## src/common/cpuPkg.sv

```systemverilog
// CPU shared types
package cpuPkg;

    // data word, fixed at 16 bits
    typedef logic [15:0] wordT;

    // one of eight registers
    typedef logic [2:0] regIdxT;

    typedef logic [3:0] opcodeT;

    // immediate field of the instruction word
    typedef logic [5:0] immT;

    // operation codes, numbered in order
    localparam opcodeT OP_NOP = 4'd0;
    localparam opcodeT OP_ADD = 4'd1;
    localparam opcodeT OP_SUB = 4'd2;
    localparam opcodeT OP_AND = 4'd3;
    localparam opcodeT OP_OR  = 4'd4;
    localparam opcodeT OP_NOT = 4'd5;
    localparam opcodeT OP_INC = 4'd6;
    localparam opcodeT OP_DEC = 4'd7;
    localparam opcodeT OP_SHL = 4'd8;
    localparam opcodeT OP_SHR = 4'd9;
    localparam opcodeT OP_IN  = 4'd10;
    localparam opcodeT OP_OUT = 4'd11;
    localparam opcodeT OP_LDM = 4'd12;

    // opcode sits in the top four bits
    typedef struct packed {
        opcodeT opcode;
        regIdxT dst;
        regIdxT src;
        immT    imm;
    } instrT;

    // bit 0 zero, bit 1 negative, bit 2 carry
    typedef struct packed {
        logic carry;
        logic negative;
        logic zero;
    } ccrT;

    // alu output on its way to the register file
    typedef struct packed {
        cpuPkg::wordT result;
        cpuPkg::ccrT  flags;
    } execResultT;

endpackage

```

## src/alu/aluUnit.sv

```systemverilog
// Combinational ALU
`timescale 1ns/1ps

module aluUnit (
    input  cpuPkg::opcodeT     op,
    input  cpuPkg::wordT       srcVal,
    input  cpuPkg::wordT       dstVal,
    input  cpuPkg::immT        imm,
    input  cpuPkg::wordT       inPort,
    output cpuPkg::execResultT res
);

    // 17-bit sum, top bit is the add carry
    logic [16:0] sum;
    cpuPkg::wordT result;
    // shift amount from low nibble of src
    logic [3:0] shAmt;

    assign sum   = {1'b0, dstVal} + {1'b0, srcVal};
    assign shAmt = srcVal[3:0];

    always_comb begin
        case (op)
            cpuPkg::OP_ADD: result = sum[15:0];
            cpuPkg::OP_SUB: result = dstVal - srcVal;
            cpuPkg::OP_AND: result = dstVal & srcVal;
            cpuPkg::OP_OR:  result = dstVal | srcVal;
            cpuPkg::OP_NOT: result = ~dstVal;
            cpuPkg::OP_INC: result = dstVal + 16'd1;
            cpuPkg::OP_DEC: result = dstVal - 16'd1;
            // logical shifts, zero fill
            cpuPkg::OP_SHL: result = dstVal << shAmt;
            cpuPkg::OP_SHR: result = dstVal >> shAmt;
            cpuPkg::OP_IN:  result = inPort;
            // out passes dst straight to the port
            cpuPkg::OP_OUT: result = dstVal;
            cpuPkg::OP_LDM: result = {10'd0, imm};
            default:        result = '0;
        endcase
    end

    assign res.result = result;

    // zero and negative from every result
    assign res.flags.zero     = (result == '0);
    assign res.flags.negative = result[15];
    // carry only meaningful on add
    assign res.flags.carry    = (op == cpuPkg::OP_ADD) && sum[16];

endmodule

```

## src/regFile.sv

```systemverilog
// Register file and CCR
`timescale 1ns/1ps

module regFile (
    input  logic               clk,
    input  logic               rstN,
    input  cpuPkg::regIdxT     rdA,
    input  cpuPkg::regIdxT     rdB,
    output cpuPkg::wordT       valA,
    output cpuPkg::wordT       valB,
    input  logic               wrEn,
    input  cpuPkg::regIdxT     wrIdx,
    input  cpuPkg::execResultT wrData,
    input  logic               ccrEn,
    output cpuPkg::ccrT        ccr
);

    cpuPkg::wordT regs [8];

    // two async read ports
    assign valA = regs[rdA];
    assign valB = regs[rdB];

    always_ff @(posedge clk) begin
        if (!rstN) begin
            for (int i = 0; i < 8; i++) begin
                regs[i] <= '0;
            end
            ccr <= '0;
        end else begin
            if (wrEn) begin
                regs[wrIdx] <= wrData.result;
            end
            // flags load independently of the word write
            if (ccrEn) begin
                ccr <= wrData.flags;
            end
        end
    end

endmodule

```

## src/instrQueue.sv

```systemverilog
// Instruction FIFO
`timescale 1ns/1ps

module instrQueue #(
    parameter int QUEUE_DEPTH = 4
) (
    input  logic          clk,
    input  logic          rstN,
    input  logic          push,
    input  cpuPkg::instrT pushData,
    input  logic          pop,
    output cpuPkg::instrT head,
    output logic          empty
);

    localparam int PTR_W = (QUEUE_DEPTH > 1) ? $clog2(QUEUE_DEPTH) : 1;
    localparam int CNT_W = $clog2(QUEUE_DEPTH + 1);

    cpuPkg::instrT mem [QUEUE_DEPTH];
    logic [PTR_W-1:0] wrPtr;
    logic [PTR_W-1:0] rdPtr;
    // occupancy, source credits keep it within depth
    logic [CNT_W-1:0] count;

    // wrap at depth, depth need not be a power of two
    function automatic logic [PTR_W-1:0] nextPtr(input logic [PTR_W-1:0] p);
        return (p == PTR_W'(QUEUE_DEPTH - 1)) ? '0 : p + 1'b1;
    endfunction

    assign head  = mem[rdPtr];
    assign empty = (count == '0);

    always_ff @(posedge clk) begin
        if (push) begin
            mem[wrPtr] <= pushData;
        end
    end

    always_ff @(posedge clk) begin
        if (!rstN) begin
            wrPtr <= '0;
            rdPtr <= '0;
            count <= '0;
        end else begin
            if (push) begin
                wrPtr <= nextPtr(wrPtr);
            end
            if (pop) begin
                rdPtr <= nextPtr(rdPtr);
            end
            // push and pop together leave count alone
            count <= count + CNT_W'(push) - CNT_W'(pop);
        end
    end

endmodule

```

## src/creditCounter.sv

```systemverilog
// Output credit counter
`timescale 1ns/1ps

module creditCounter #(
    parameter int OUT_CREDITS = 2
) (
    input  logic clk,
    input  logic rstN,
    input  logic take,
    input  logic give,
    output logic avail
);

    localparam int CNT_W = $clog2(OUT_CREDITS + 1);

    // credits currently held by the core
    logic [CNT_W-1:0] count;

    assign avail = (count != '0);

    always_ff @(posedge clk) begin
        if (!rstN) begin
            count <= CNT_W'(OUT_CREDITS);
        end else begin
            case ({take, give})
                2'b10:   count <= count - 1'b1;
                2'b01:   count <= count + 1'b1;
                // both or neither, no change
                default: count <= count;
            endcase
        end
    end

endmodule

```

## src/controlFsm.sv

```systemverilog
// Fetch and execute control
`timescale 1ns/1ps

module controlFsm (
    input  logic          clk,
    input  logic          rstN,
    input  logic          empty,
    input  cpuPkg::instrT head,
    input  logic          avail,
    output logic          pop,
    output logic          instrCredit,
    output cpuPkg::instrT cur,
    output logic          wrEn,
    output logic          ccrEn,
    output logic          take,
    output logic          outValid
);

    typedef enum logic [1:0] {
        FETCH,
        EXEC,
        WAIT_OUT
    } stateT;

    stateT state;
    stateT nextState;

    logic popNow;
    logic isNop;
    logic isOut;
    // out instruction leaving with a credit this cycle
    logic outFire;

    assign isNop = (cur.opcode == cpuPkg::OP_NOP);
    assign isOut = (cur.opcode == cpuPkg::OP_OUT);

    // head leaves the queue in fetch when one is there
    assign popNow      = (state == FETCH) && !empty;
    assign pop         = popNow;
    // one credit back to the source per popped instruction
    assign instrCredit = popNow;

    assign outFire = ((state == EXEC) || (state == WAIT_OUT)) && isOut && avail;
    assign outValid = outFire;
    assign take     = outFire;

    // writeback for everything except nop and out
    assign wrEn  = (state == EXEC) && !isNop && !isOut;
    // out updates flags only when it actually leaves
    assign ccrEn = ((state == EXEC) && !isNop && !isOut) || outFire;

    always_comb begin
        nextState = state;
        case (state)
            FETCH: begin
                if (!empty) begin
                    nextState = EXEC;
                end
            end
            EXEC: begin
                // no output credit, park until the sink returns one
                if (isOut && !avail) begin
                    nextState = WAIT_OUT;
                end else begin
                    nextState = FETCH;
                end
            end
            WAIT_OUT: begin
                if (avail) begin
                    nextState = FETCH;
                end
            end
            default: nextState = FETCH;
        endcase
    end

    always_ff @(posedge clk) begin
        if (!rstN) begin
            state <= FETCH;
        end else begin
            state <= nextState;
        end
    end

    // instruction under execution
    always_ff @(posedge clk) begin
        if (popNow) begin
            cur <= head;
        end
    end

endmodule

```

## src/cpuCore.sv

```systemverilog
// Accumulator CPU core
`timescale 1ns/1ps

module cpuCore #(
    parameter int QUEUE_DEPTH = 4,
    parameter int OUT_CREDITS = 2
) (
    input  logic          clk,
    input  logic          rstN,
    input  logic          instrValid,
    input  cpuPkg::instrT instrWord,
    output logic          instrCredit,
    input  cpuPkg::wordT  inPort,
    output logic          outValid,
    output cpuPkg::wordT  outData,
    input  logic          outCredit,
    output cpuPkg::ccrT   ccr
);

    logic               pop;
    logic               empty;
    cpuPkg::instrT      head;
    cpuPkg::instrT      cur;
    logic               avail;
    logic               take;
    logic               wrEn;
    logic               ccrEn;
    // src operand and dst operand
    cpuPkg::wordT       srcVal;
    cpuPkg::wordT       dstVal;
    cpuPkg::execResultT aluRes;

    instrQueue #(
        .QUEUE_DEPTH(QUEUE_DEPTH)
    ) instrQueue_inst (
        .clk     (clk),
        .rstN    (rstN),
        .push    (instrValid),
        .pushData(instrWord),
        .pop     (pop),
        .head    (head),
        .empty   (empty)
    );

    controlFsm controlFsm_inst (
        .clk        (clk),
        .rstN       (rstN),
        .empty      (empty),
        .head       (head),
        .avail      (avail),
        .pop        (pop),
        .instrCredit(instrCredit),
        .cur        (cur),
        .wrEn       (wrEn),
        .ccrEn      (ccrEn),
        .take       (take),
        .outValid   (outValid)
    );

    // sink returns credits on outCredit
    creditCounter #(
        .OUT_CREDITS(OUT_CREDITS)
    ) creditCounter_inst (
        .clk  (clk),
        .rstN (rstN),
        .take (take),
        .give (outCredit),
        .avail(avail)
    );

    regFile regFile_inst (
        .clk   (clk),
        .rstN  (rstN),
        .rdA   (cur.src),
        .rdB   (cur.dst),
        .valA  (srcVal),
        .valB  (dstVal),
        .wrEn  (wrEn),
        .wrIdx (cur.dst),
        .wrData(aluRes),
        .ccrEn (ccrEn),
        .ccr   (ccr)
    );

    aluUnit aluUnit_inst (
        .op    (cur.opcode),
        .srcVal(srcVal),
        .dstVal(dstVal),
        .imm   (cur.imm),
        .inPort(inPort),
        .res   (aluRes)
    );

    // out port reads the alu result directly
    assign outData = aluRes.result;

endmodule

```

## config.mk

```make
export PLATFORM = sky130hd
export DESIGN_NAME = cpuCore
export DESIGN_NICKNAME = d
export VERILOG_FILES = /design/src/common/cpuPkg.sv /design/src/alu/aluUnit.sv /design/src/regFile.sv /design/src/instrQueue.sv /design/src/creditCounter.sv /design/src/controlFsm.sv /design/src/cpuCore.sv
export SDC_FILE = /design/constraint.sdc
export NUM_CORES = 1
export LEC_CHECK = 0
export BUFFER_PORTS_ARGS = -buffer_cell sky130_fd_sc_hd__buf_2
export CORE_MARGIN = 2
export CORE_UTILIZATION = 35
export DETAILED_ROUTE_END_ITERATION = 8
export PLACE_DENSITY_LB_ADDON = 0.2
export SLEW_MARGIN = 40
export SYNTH_ARGS = -nofsm -noshare
export SYNTH_HDL_FRONTEND = slang
export SYNTH_HIERARCHICAL = 1
export SYNTH_SLANG_ARGS = --single-unit
```

## constraint.sdc

```tcl
create_clock -name clk -period 10.85 [get_ports clk]
set_clock_uncertainty 0.2 [all_clocks]
set_input_delay 0 -clock clk [delete_from_list [all_inputs] [get_ports clk]]
set_output_delay 0 -clock clk [all_outputs]
set_load 0.1 [all_outputs]
```

== Word level (Yosys, flattened, before mapping) ==
Memories as Yosys holds them, arrays and structs flattened. A register that Yosys moved wholly into a read port is not among the register bits.
Index checks and enable logic that the tools add are counted.

* Flip-flop bits (word level): 14
* RAM bits: 192
* Input port bits: 36
* Output and inout port bits: 21
* Logic and storage cells: 83
* Memories kept: 2

* $add $sub $neg: 10
* Equal/unequal tests: 20
* Shifts and indexed selects: 2
* Multiplexer cells: 17
* Bitwise gates (word level): 3
* Reduce and logical (&&, ||, !) cells: 21

{| class="wikitable"
|+ Memories
! name !! depth !! width !! rd ports !! clocked after Yosys merged registers in !! wr ports !! line !! RTL
|-
| regFile_inst.regs || 8 || 16 || 2 || 0 || 8 || regFile.sv:18 || <nowiki>cpuPkg::wordT regs [8];</nowiki>
|-
| instrQueue_inst.mem || 4 || 16 || 1 || 1 || 1 || instrQueue.sv:19 || <nowiki>cpuPkg::instrT mem [QUEUE_DEPTH];</nowiki>
|}

{| class="wikitable"
|+ Operator list
! kind !! number
|-
| $pmux W16 S12 || 1
|-
| $eq A4 B4 Y1 const B || 5
|-
| $add A16 B16 Y17 || 1
|-
| $add A16 B1 Y16 const B || 1
|-
| $and A16 B16 Y16 || 1
|-
| $eq A4 B3 Y1 const B || 4
|-
| $logic_not A16 Y1 || 1
|-
| $mux W16 || 1
|-
| $not A16 Y16 || 1
|-
| $or A16 B16 Y16 || 1
|-
| $reduce_or A16 Y1 || 1
|-
| $shl A16 B4 Y16 || 1
|-
| $shr A16 B4 Y16 || 1
|-
| $sub A16 B1 Y16 const B || 1
|-
| $sub A16 B16 Y16 || 1
|-
| $mux W2 || 5
|-
| $eq A2 B2 Y1 const B || 4
|-
| $eq A4 B2 Y1 const B || 2
|-
| $logic_and A1 B1 Y1 || 7
|-
| $mux W1 || 7
|-
| $add A2 B1 Y2 const B || 3
|-
| $pmux W2 S3 || 1
|-
| $eq A2 B1 Y1 const B || 2
|-
| $eq A4 B1 Y1 const B || 1
|-
| other kinds (14) || 19
|}

== Logic depth before layout (Yosys ltp) ==
Gate-level depths: netlist of run 1.

* Depth in word-level cells: 9
* Gate-level depth with buffers: 22
* Mapped depth without buffers: 18

== Modules after synthesis ==
The synthesis of run 1 kept the hierarchy.

{| class="wikitable"
|+ Modules (own cells, without submodules)
! module !! times used !! cells an instance !! area an instance (sq um) !! sequential area each (sq um)
|-
| regFile || 1 || 439 || 6,982.9 || 3,903.7
|-
| aluUnit || 1 || 651 || 4,531.8 || 0.0
|-
| instrQueue || 1 || 126 || 2,790.2 || 2,102.0
|-
| controlFsm || 1 || 41 || 698.2 || 520.5
|-
| creditCounter || 1 || 11 || 102.6 || 40.0
|}

== Worst setup path before layout of run 1 ==
Ideal clock, no wire load.

* Path type: reg-to-reg
* Start point: register, netlist name controlFsm_inst/cur[6]
* End point: memory regFile_inst/regs[0][11] (netlist bit), data pin
* Library setup time: 0.180 ns
* Arrival: 8.288 ns
* Required time: 10.470 ns
* Slack: 2.182 ns
* Stages on the path, launching flop included: 18
* Buffers on the path: 4
* Period minus slack after synthesis: 8.668 ns
* Cell sequence: edfxtp_1 buf_6 buf_6 mux4_1 mux2_2 buf_2 inv_2 clkbuf_1 ha_1 o21a_1 a21oi_1 o2bb2ai_1 o21ai_0 nand2_1 nand2_1 o311ai_0 clkinv_1 nor3_1

{| class="wikitable"
|+ RTL lines
! item !! line
|-
| end: declaration || regFile.sv:18
|}

==> flow_metrics.tcl, run 1 <==
set metrics [dict create \
    coreArea_um2 42800 \
    final_layout_size_suffix_gt1_frac 0.178 \
    synth_edf_count 208 \
    final_common_cell "edfxtp_1" \
    synth_cells 1268 \
    drc 0 \
    cts_made_buffers 23 \
    period_needed_ns 6.66 \
    cts_hold_buf 20 \
    tightestPinTransition_ns 0.828 \
    ys_ff_latch 224 \
    portBuffers 56 \
    critPathLaunchType "flop" \
    synth.distinct_cells 76 \
    synthDominantCellAreaShare 0.413 \
    drtIter0Drc 1110 \
    die_y_um 212 \
    clk_path_buf_depth 3 \
    grt_start_max_net_pins 69 \
    initial_core_util 0.353 \
    fin_setup_tns_ns 0 \
    syn_area_um2 15100 \
    final_cell_mix "edfxtp_1, nor3_1, nor2_1" \
    post_cts_resized 0 \
    grt_pass1_wl_um 70000 \
    worstPathMaxFanout 32 \
    path_buf_inv 3 \
    antenna-diode-count 0 \
    status "completed" \
    core.rowCount 76 \
    relSlewSlack 0.448 \
    drt_first_pass_iters 7 \
    ant_nets 0 \
    grt_usage 0.210 \
    path_delay_family "simple AND/OR/NAND/NOR gates" \
    vias_per_cell 5.99 \
    synth_area_leaders "edfxtp_1, mux4_1, mux4_2" \
    gp_congestion 0.907 \
    cts_setup_buffers 0 \
    fill_cells 4142 \
    utilization 0.393 \
    wirelength_um 47200 \
    critPathSlowestCell "clkinv_1" \
    dieWidth_um 212 \
    setup_slack_ns 4.19 \
    via_count 11133 \
    area_growth_pct 11.2 \
    syn_area_per_cell_um2 11.9 \
    cpMostUsedCell "or4_1" \
    setup.worst_path.class "reg2reg" \
    clk_latency_ns 0.52 \
    arrival_ns 6.91 \
    cp_cell_sequence "buf_4, mux4_1, mux2_4, clkinv_1, nand2_1, ha_1, inv_1, fa_1, a211oi_1, o21bai_1, a21oi_1, xnor2_1, a2111o_1, or4_1, or4_1, or4_1, nor4b_2, mux2i_1, nor2b_1" \
    worstSetupEndpointType "flop" \
    wl_per_cell_um 25.4 \
    overflow 0 \
    h-tree-depth 1 \
    cts_tree "done" \
    cts_root_buffer "clkbuf_16" \
    clkSlewWorstSetupHoldPaths_ns 0.06 \
    dp_hpwl_um 32100 \
    ys_seq_area_frac 0.435 \
    timing.final.crit_share 0.614 \
    maxCapViolCount 0 \
    synthArstFlopShare 0 \
    dieArea_um2 44800 \
    cp.required_ns 11.10 \
    synth_top_flop_cell "edfxtp_1" \
    holdCritPathClass "in2reg" \
    drv_slew 0 \
    critical-path-max-stage-delay_ns 0.66 \
    rsz0062_at_grt "false" \
    multi_input_area_um2 7840 \
    yosysTopAreaCell "edfxtp_1" \
    seqCellArea_um2 6570 \
    final_nets 1396 \
    yosysWarningCount 6 \
    syn_nets 1368 \
    antenna_found_initial 1 \
    cts_sinks 224 \
    grt_pass1_vias 10982 \
    io_pins 57 \
    hold_violations 0 \
    fmax_mhz 150 \
    dpl_worst_slack_ns 3.80 \
    setup_viol 0 \
]
through the flow:
step,cells,hold slack [ns],cell area (µm²)
final,1858,0.0348,16800
after global routing,1858,0.0236,16800
after CTS,1858,0.0118,16800
after detailed placement,1797,0.0191,15800
after global placement,1797,0.0144,15800
after floorplan,1268,-0.128,15100
sequential cells by signal (all words and copies together) (netlist names), named ones only:
register / count
regFile_inst/regs: 128
regFile_inst/ccr: 3
creditCounter_inst/count: 2
instrQueue_inst/count: 3
instrQueue_inst/rdPtr: 2
instrQueue_inst/wrPtr: 2
instrQueue_inst/mem: 64
controlFsm_inst/cur: 16
controlFsm_inst/state: 2
Yosys cell counts, types with 5 or more instances:
| master | number |
|---|---|
| a211o_1 | 6 |
| or4_1 | 10 |
| o311ai_0 | 5 |
| clkbuf_1 | 59 |
| o21ai_0 | 52 |
| o22ai_1 | 10 |
| nor2_1 | 80 |
| nand2_1 | 51 |
| nand3b_1 | 6 |
| clkinv_1 | 18 |
| mux4_1 | 63 |
| nor3_1 | 139 |
| nor3b_1 | 5 |
| nor4_1 | 6 |
| or3b_2 | 6 |
| buf_1 | 12 |
| nor2b_1 | 11 |
| inv_1 | 50 |
| nand2b_1 | 14 |
| buf_2 | 11 |
| mux4_2 | 35 |
| xnor2_1 | 12 |
| dfxtp_1 | 16 |
| nand3_1 | 14 |
| o221ai_1 | 7 |
| o211ai_1 | 6 |
| and2_1 | 11 |
| a21o_1 | 11 |
| and3_1 | 7 |
| nand4_1 | 6 |
| buf_6 | 11 |
| mux2i_1 | 31 |
| a31oi_1 | 6 |
| mux2_2 | 43 |
| a21oi_1 | 56 |
| a211oi_1 | 14 |
| edfxtp_1 | 208 |
| buf_4 | 6 |
| a2bb2oi_1 | 5 |
| ha_1 | 61 |
| o21a_1 | 11 |
routing by layer:
metal / part of all wire / vias up / global-route usage
li1: - / 5052 / -
met1: 0.43 / 5631 / 0.283
met2: 0.48 / 380 / 0.351
met3: 0.059 / 70 / 0.0274
met4: 0.029 / 0 / 0.0646
met5: 0 / - / 0
area by class of cell:
cell class / count / area share
multi-input cells: 873 / 0.467
flip-flops and latches: 224 / 0.391
repair buffers: 105 / 0.0420
clock buffers: 35 / 0.0407
well taps: 546 / 0.0407
inverters: 69 / 0.0154
clock inverters: 6 / 0.00350
path summary, 6_finish.rpt:
path,startpoint,endpoint,slack [ns],cells after the start
worst min-delay path,instrWord[12],instrQueue_inst/mem[1][12]$_DFFE_PP_,0.03,2
worst max register to register,controlFsm_inst/cur[6]$_DFFE_PP_,regFile_inst/ccr[0]$_SDFFE_PN0P_,4.19,19
worst max-delay path,controlFsm_inst/cur[6]$_DFFE_PP_,regFile_inst/ccr[0]$_SDFFE_PN0P_,4.19,19
worst min register to register,creditCounter_inst/count[1]$_SDFFE_PN1P_,creditCounter_inst/count[1]$_SDFFE_PN1P_,0.31,2
kinds of logic after synthesis:
kind of cell    synth area share
flops                      0.435
fa+ha+maj                 0.0545
simple gates               0.132
buf+inv                   0.0516
mux                        0.214
xor+xnor                  0.0108
compound gates             0.102
Power of run 1 is left out: the tool's default activity adds up to more than one toggle a clock period on the data nets, which glitch-free logic cannot reach.
==> inputs of run 2 (changes only) <==
- ABC_AREA: not set -> 1
- clock period: 10.85 -> 6.5 ns (I/O delays scaled with it)
==> run 2 against run 1 <==
  * Register-to-register slack worse by 3.0 ns
  * Synthesized cell count is 85% higher
  * Clock-buffer cell count is 2 lower
  * Worst hold slack worse by 0.0071 ns
  * Design area is 6.8% higher
  * Global-route usage is 3.3 points higher
  * Flip-flop and latch count stayed put
  * Die area is 7.1% higher
  * Core utilization is 0.099 points higher
  * Critical path depth is 2 higher
  * Via count is 41% higher
  * Non-clock buffer count is 5 lower
==> flow_metrics.tcl, run 2 <==
set metrics [dict create \
    vias_per_cell 5.20 \
    clkSlewWorstSetupHoldPaths_ns 0.06 \
    reg2reg_to "regFile_inst/regs[7][14]$_SDFFCE_PN0P_" \
    final_nets 2487 \
    maxCapViolCount 0 \
    antenna-diode-count 0 \
    holdCritPathClass "in2reg" \
    grt_usage 0.242 \
    rsz0062_at_grt "false" \
    hp-start "instrWord[9]" \
    overflow 0 \
    synth_top_flop_cell "edfxtp_1" \
    final_cell_mix "nand2_1, inv_1, nand3_1" \
    cts_sinks 224 \
    worstSetupEndpointType "primary output" \
    yosysMostFrequentCell "nand2_1" \
    ys_seq_area_frac 0.405 \
    synthArstFlopShare 0 \
    critPathLaunchType "flop" \
    top_register "regFile_inst/regs" \
    ant_nets 0 \
    core.rowCount 78 \
    final_common_cell "nand2_1" \
    hold_violations 0 \
    post_cts_resized 0 \
    yosysWarningCount 6 \
    synth_area_leaders "edfxtp_1, nand2_1, nand3_1" \
    yosysTopAreaCell "edfxtp_1" \
    setup_viol 0 \
    synth_cells 2350 \
    syn_area_per_cell_um2 6.90 \
    via_count 15646 \
    hold_depth 2 \
    synth.distinct_cells 37 \
    drc 0 \
    worstHoldEndpoint "instrQueue_inst/mem[3][9]$_DFFE_PP_" \
    cts_tree "done" \
    fill_cells 4805 \
    syn_area_um2 16200 \
    setup.worst_path.class "reg2out" \
    dp_hpwl_um 40600 \
    relSlewSlack 0.449 \
    seqCellArea_um2 6570 \
    multi_input_area_um2 7730 \
    cts_root_buffer "clkbuf_16" \
    die_y_um 219 \
    fmax_mhz 175 \
    cp.required_ns 6.30 \
    wirelength_um 58200 \
    fin_setup_tns_ns 0 \
    largest_register_ffs 128 \
    clk_latency_ns 0.55 \
    r2r_cells 21 \
    dieWidth_um 219 \
    gp_congestion 0.978 \
    period_needed_ns 5.71 \
    io_pins 57 \
    drtIter0Drc 1827 \
    clk_path_buf_depth 3 \
    tightestPinTransition_ns 0.824 \
    syn_nets 2450 \
    dieArea_um2 48000 \
    top_regs "regFile_inst/regs x128, instrQueue_inst/mem x64, controlFsm_inst/cur x16" \
    arrival_ns 5.51 \
    status "completed" \
    drt_first_pass_iters 6 \
    synth_edf_count 208 \
    timing.final.crit_share 0.878 \
    grt_pass1_vias 14608 \
    reg2reg_slack_ns 1.17 \
    initial_core_util 0.356 \
    r2r_start "controlFsm_inst/cur[8]$_DFFE_PP_" \
    synthTopCellsByCount "nand2_1, inv_1, nand3_1" \
    h-tree-depth 1 \
    worstPathMaxFanout 20 \
    cts_made_buffers 26 \
    ys_ff_latch 224 \
    grt_start_max_net_pins 67 \
    portBuffers 56 \
    final_layout_size_suffix_gt1_frac 0.0773 \
    synthDominantCellAreaShare 0.385 \
    grt_pass1_wl_um 87900 \
    coreArea_um2 45600 \
    area_growth_pct 10.7 \
    drv_slew 0 \
    antenna_found_initial 1 \
    wl_per_cell_um 19.4 \
]
[run 2: cell types whose count changed in the layout (fill, tap and decap cells not counted), sizes merged, moves of 31 or more]
cell	previous run	this run
nand2	51	845
inv	51	369
nand3	14	313
nor2	80	270
nor3	139	6
mux4	98	0
mux2	43	0
mux2i	31	0
[run 2: worst max-delay path, stage by stage, from the launching register on]
cell and delay (ns):
edfxtp_1 0.36, buf_4 0.24, inv_1 0.61, nand2_1 0.15, nand2_1 0.63, inv_2 0.41, nand2_1 0.20, ha_1 0.16
inv_1 0.05, fa_1 0.38, nand2_1 0.11, nand2_1 0.12, nand3_1 0.10, nand2_1 0.14, nand2_1 0.11, nand2_1 0.06
nand2_1 0.06, nand3_1 0.18, nand2_1 0.15, nor2_1 0.09, inv_1 0.19, buf_2 0.47
[run 2: cell families after synthesis]
| family | Yosys count | synth area share |
|---|---|---|
| buf+inv | 460 | 0.120 |
| compound gates | 142 | 0.0504 |
| flops | 224 | 0.405 |
| fa+ha+maj | 64 | 0.0508 |
| simple gates | 1460 | 0.374 |
[run 2: final cells by class]
cell class / instances / share of cell area
Sequential cell: 224 / 0.366
Clock inverter: 15 / 0.00753
Tap cell: 600 / 0.0419
Clock buffer: 33 / 0.0389
Multi-Input combinational cell: 1666 / 0.431
Inverter: 369 / 0.0774
Timing Repair Buffer: 100 / 0.0372
[run 2: timing repair]
item,CTS,global route
buffers inserted,0,0
hold buffers,23,0
setup endpoints to repair,0,0
endpoints found under the hold margin,80,0
[run 2: worst max-delay path by stage]
stage / startpoint / end / depth (start not counted)
after CTS: controlFsm_inst/cur[8]$_DFFE_PP_ / outData[14] / 21
after floorplan: controlFsm_inst/cur[6]$_DFFE_PP_ / regFile_inst/regs[0][8]$_SDFFCE_PN0P_ / 19
after global routing: controlFsm_inst/cur[8]$_DFFE_PP_ / outData[14] / 21
after detailed placement: controlFsm_inst/cur[8]$_DFFE_PP_ / regFile_inst/regs[7][14]$_SDFFCE_PN0P_ / 21
final: controlFsm_inst/cur[8]$_DFFE_PP_ / outData[14] / 21
after global placement: controlFsm_inst/cur[8]$_DFFE_PP_ / regFile_inst/regs[2][14]$_SDFFCE_PN0P_ / 21
[run 2: through the flow]
stage | util | instances | instance area, µm² | hold WS [ns] | setup slack [ns]
floorplan | - | 2350 | 16200 | -0.115 | 1.99
global placement | 0.370 | 2936 | 16800 | 0.0163 | 1.31
detailed placement | 0.370 | 2936 | 16900 | 0.0187 | 1.28
CTS | 0.394 | 3007 | 17900 | 0.00611 | 0.850
global route | 0.394 | 3007 | 17900 | 0.0280 | 0.691
finish | 0.394 | 3007 | 17900 | 0.0276 | 0.791
[run 2: routing by layer]
| metal | wire length [µm] | part of all wire | up-vias | global-route usage |
|---|---|---|---|---|
| met3 | 4860 | 0.083 | 126 | 0.0298 |
| li1 | - | - | 7469 | - |
| met4 | 2130 | 0.037 | 2 | 0.0867 |
| met2 | 25900 | 0.45 | 716 | 0.386 |
| met5 | 12 | 0.00021 | - | 0 |
| met1 | 25300 | 0.43 | 7333 | 0.338 |
Power of run 2 is left out for the same reason.
==> inputs of run 3 (changes only) <==
- CTS_CLUSTER_SIZE: not set -> 20
- GPL_TIMING_DRIVEN: not set -> 0
==> run 3 against run 2 <==
  * Clock-buffer cell count is the same
  * Die area is the same
  * Non-clock buffer count grew 69
  * Highest routed layer is now met4
==> flow_metrics.tcl, run 3 (synthesis gave the netlist of run 2 again) <==
set metrics [dict create \
    core.rowCount 78 \
    setup_viol 0 \
    antenna_found_initial 0 \
    gp_congestion 0.997 \
    final_layout_size_suffix_gt1_frac 0.0947 \
    die_y_um 219 \
    portBuffers 56 \
    drt_first_pass_iters 6 \
    hold_violations 0 \
    h-tree-depth 1 \
    area_growth_pct 13.0 \
    wirelength_um 59900 \
    maxCapViolCount 0 \
    timing.final.crit_share 0.921 \
    dieWidth_um 219 \
    grt_pass1_wl_um 89900 \
    grt_start_max_net_pins 19 \
    setup.worst_path.class "reg2out" \
    ant_nets 0 \
    overflow 0 \
    cts_made_buffers 24 \
    worstSetupEndpointType "primary output" \
    status "completed" \
    grt_usage 0.250 \
    relSlewSlack 0.455 \
    via_count 15873 \
    drc 0 \
    dp_hpwl_um 45300 \
    rsz0062_at_grt "false" \
    grt_pass1_vias 15092 \
    cts_hold_buf 22 \
    io_pins 57 \
    vias_per_cell 5.17 \
    post_cts_resized 0 \
    critPathLaunchType "flop" \
    setup_slack_ns 0.514 \
    worstPathMaxFanout 10 \
    top_regs "regFile_inst/regs x128, instrQueue_inst/mem x64, controlFsm_inst/cur x16" \
    reg2reg_slack_ns 0.73 \
    clkSlewWorstSetupHoldPaths_ns 0.06 \
    fmax_mhz 167 \
    period_needed_ns 5.99 \
    holdCritPathClass "in2reg" \
    cts_tree "done" \
    dpl_worst_slack_ns 0.993 \
    tightestPinTransition_ns 0.816 \
    cts_sinks 224 \
    arrival_ns 5.79 \
    initial_core_util 0.356 \
    cts_root_buffer "clkbuf_16" \
    cp.required_ns 6.30 \
    final_nets 2554 \
    final_cell_mix "nand2_1, inv_1, nand3_1" \
    top_register "regFile_inst/regs" \
    clk_latency_ns 0.54 \
    antenna-diode-count 0 \
    coreArea_um2 45600 \
    clk_path_buf_depth 3 \
    dieArea_um2 48000 \
    fin_setup_tns_ns 0 \
    drtIter0Drc 1605 \
    cts_setup_buffers 0 \
    final_common_cell "nand2_1" \
    wl_per_cell_um 19.5 \
    largest_register_ffs 128 \
    drv_slew 0 \
]
==> run 3: cell types whose count changed in the layout (fill, tap and decap cells not counted), sizes merged <==
| cell | before | now |
|---|---|---|
| dlygate4sd3 | 23 | 22 |
| buf | 77 | 133 |
| inv | 369 | 367 |
| clkinvlp | 1 | 0 |
| clkbuf | 33 | 47 |
| bufinv | 2 | 4 |
| clkinv | 12 | 7 |
==> run 3: layout make-up <==
| cell class | instances | area (µm²) |
|---|---|---|
| Fill cell | 4829 | 27300 |
| Multi-Input combinational cell | 1666 | 7730 |
| Sequential cell | 224 | 6570 |
| Inverter | 369 | 1390 |
| Tap cell | 600 | 751 |
| Clock buffer | 33 | 674 |
| Buffer | 91 | 556 |
| Timing Repair Buffer | 78 | 500 |
| Clock inverter | 9 | 154 |
==> run 3: metal layers <==
metal,track usage,vias up,part of all wire
li1,-,7611,-
met1,0.343,7437,0.44
met2,0.402,704,0.45
met3,0.0320,121,0.079
met4,0.0944,0,0.035
met5,0,-,0
==> run 3: per-stage QoR <==
stage	util	area (µm²)	instances	hold slack (ns)
global route	0.402	18300	3070	0.0301
detailed placement	0.378	17200	3006	0.0154
floorplan	-	16200	2350	-0.115
CTS	0.401	18300	3070	0.00165
global placement	0.378	17200	3006	0.0180
finish	0.402	18300	3070	0.0354
==> run 3: worst max-delay path: stages, from the launching register on <==
cell	delay (ns)
edfxtp_1	0.31
buf_2	0.18
clkbuf_1	0.49
nand3_1	0.14
nand2_1	0.14
nand2_1	0.11
nand2_1	0.15
buf_2	0.32
clkinv_1	0.29
clkbuf_1	0.40
ha_1	0.49
nand2_1	0.07
nand2_1	0.22
inv_1	0.12
nand2_1	0.19
nand2_1	0.10
nand2_1	0.10
nand2_1	0.09
a21oi_1	0.14
nor2_1	0.06
nor2_1	0.53
inv_1	0.13
buf_4	0.17
buf_2	0.28
==> run 3: path summary, 6_finish.rpt <==
check,start,cells after the start,to
max reg2reg,controlFsm_inst/cur[7]$_DFFE_PP_,24,regFile_inst/regs[1][15]$_SDFFCE_PN0P_
max,controlFsm_inst/cur[7]$_DFFE_PP_,23,outData[15]
min reg2reg,creditCounter_inst/count[1]$_SDFFE_PN1P_,2,creditCounter_inst/count[1]$_SDFFE_PN1P_
min,instrWord[2],2,instrQueue_inst/mem[3][2]$_DFFE_PP_
Power of run 3 is left out for the same reason.
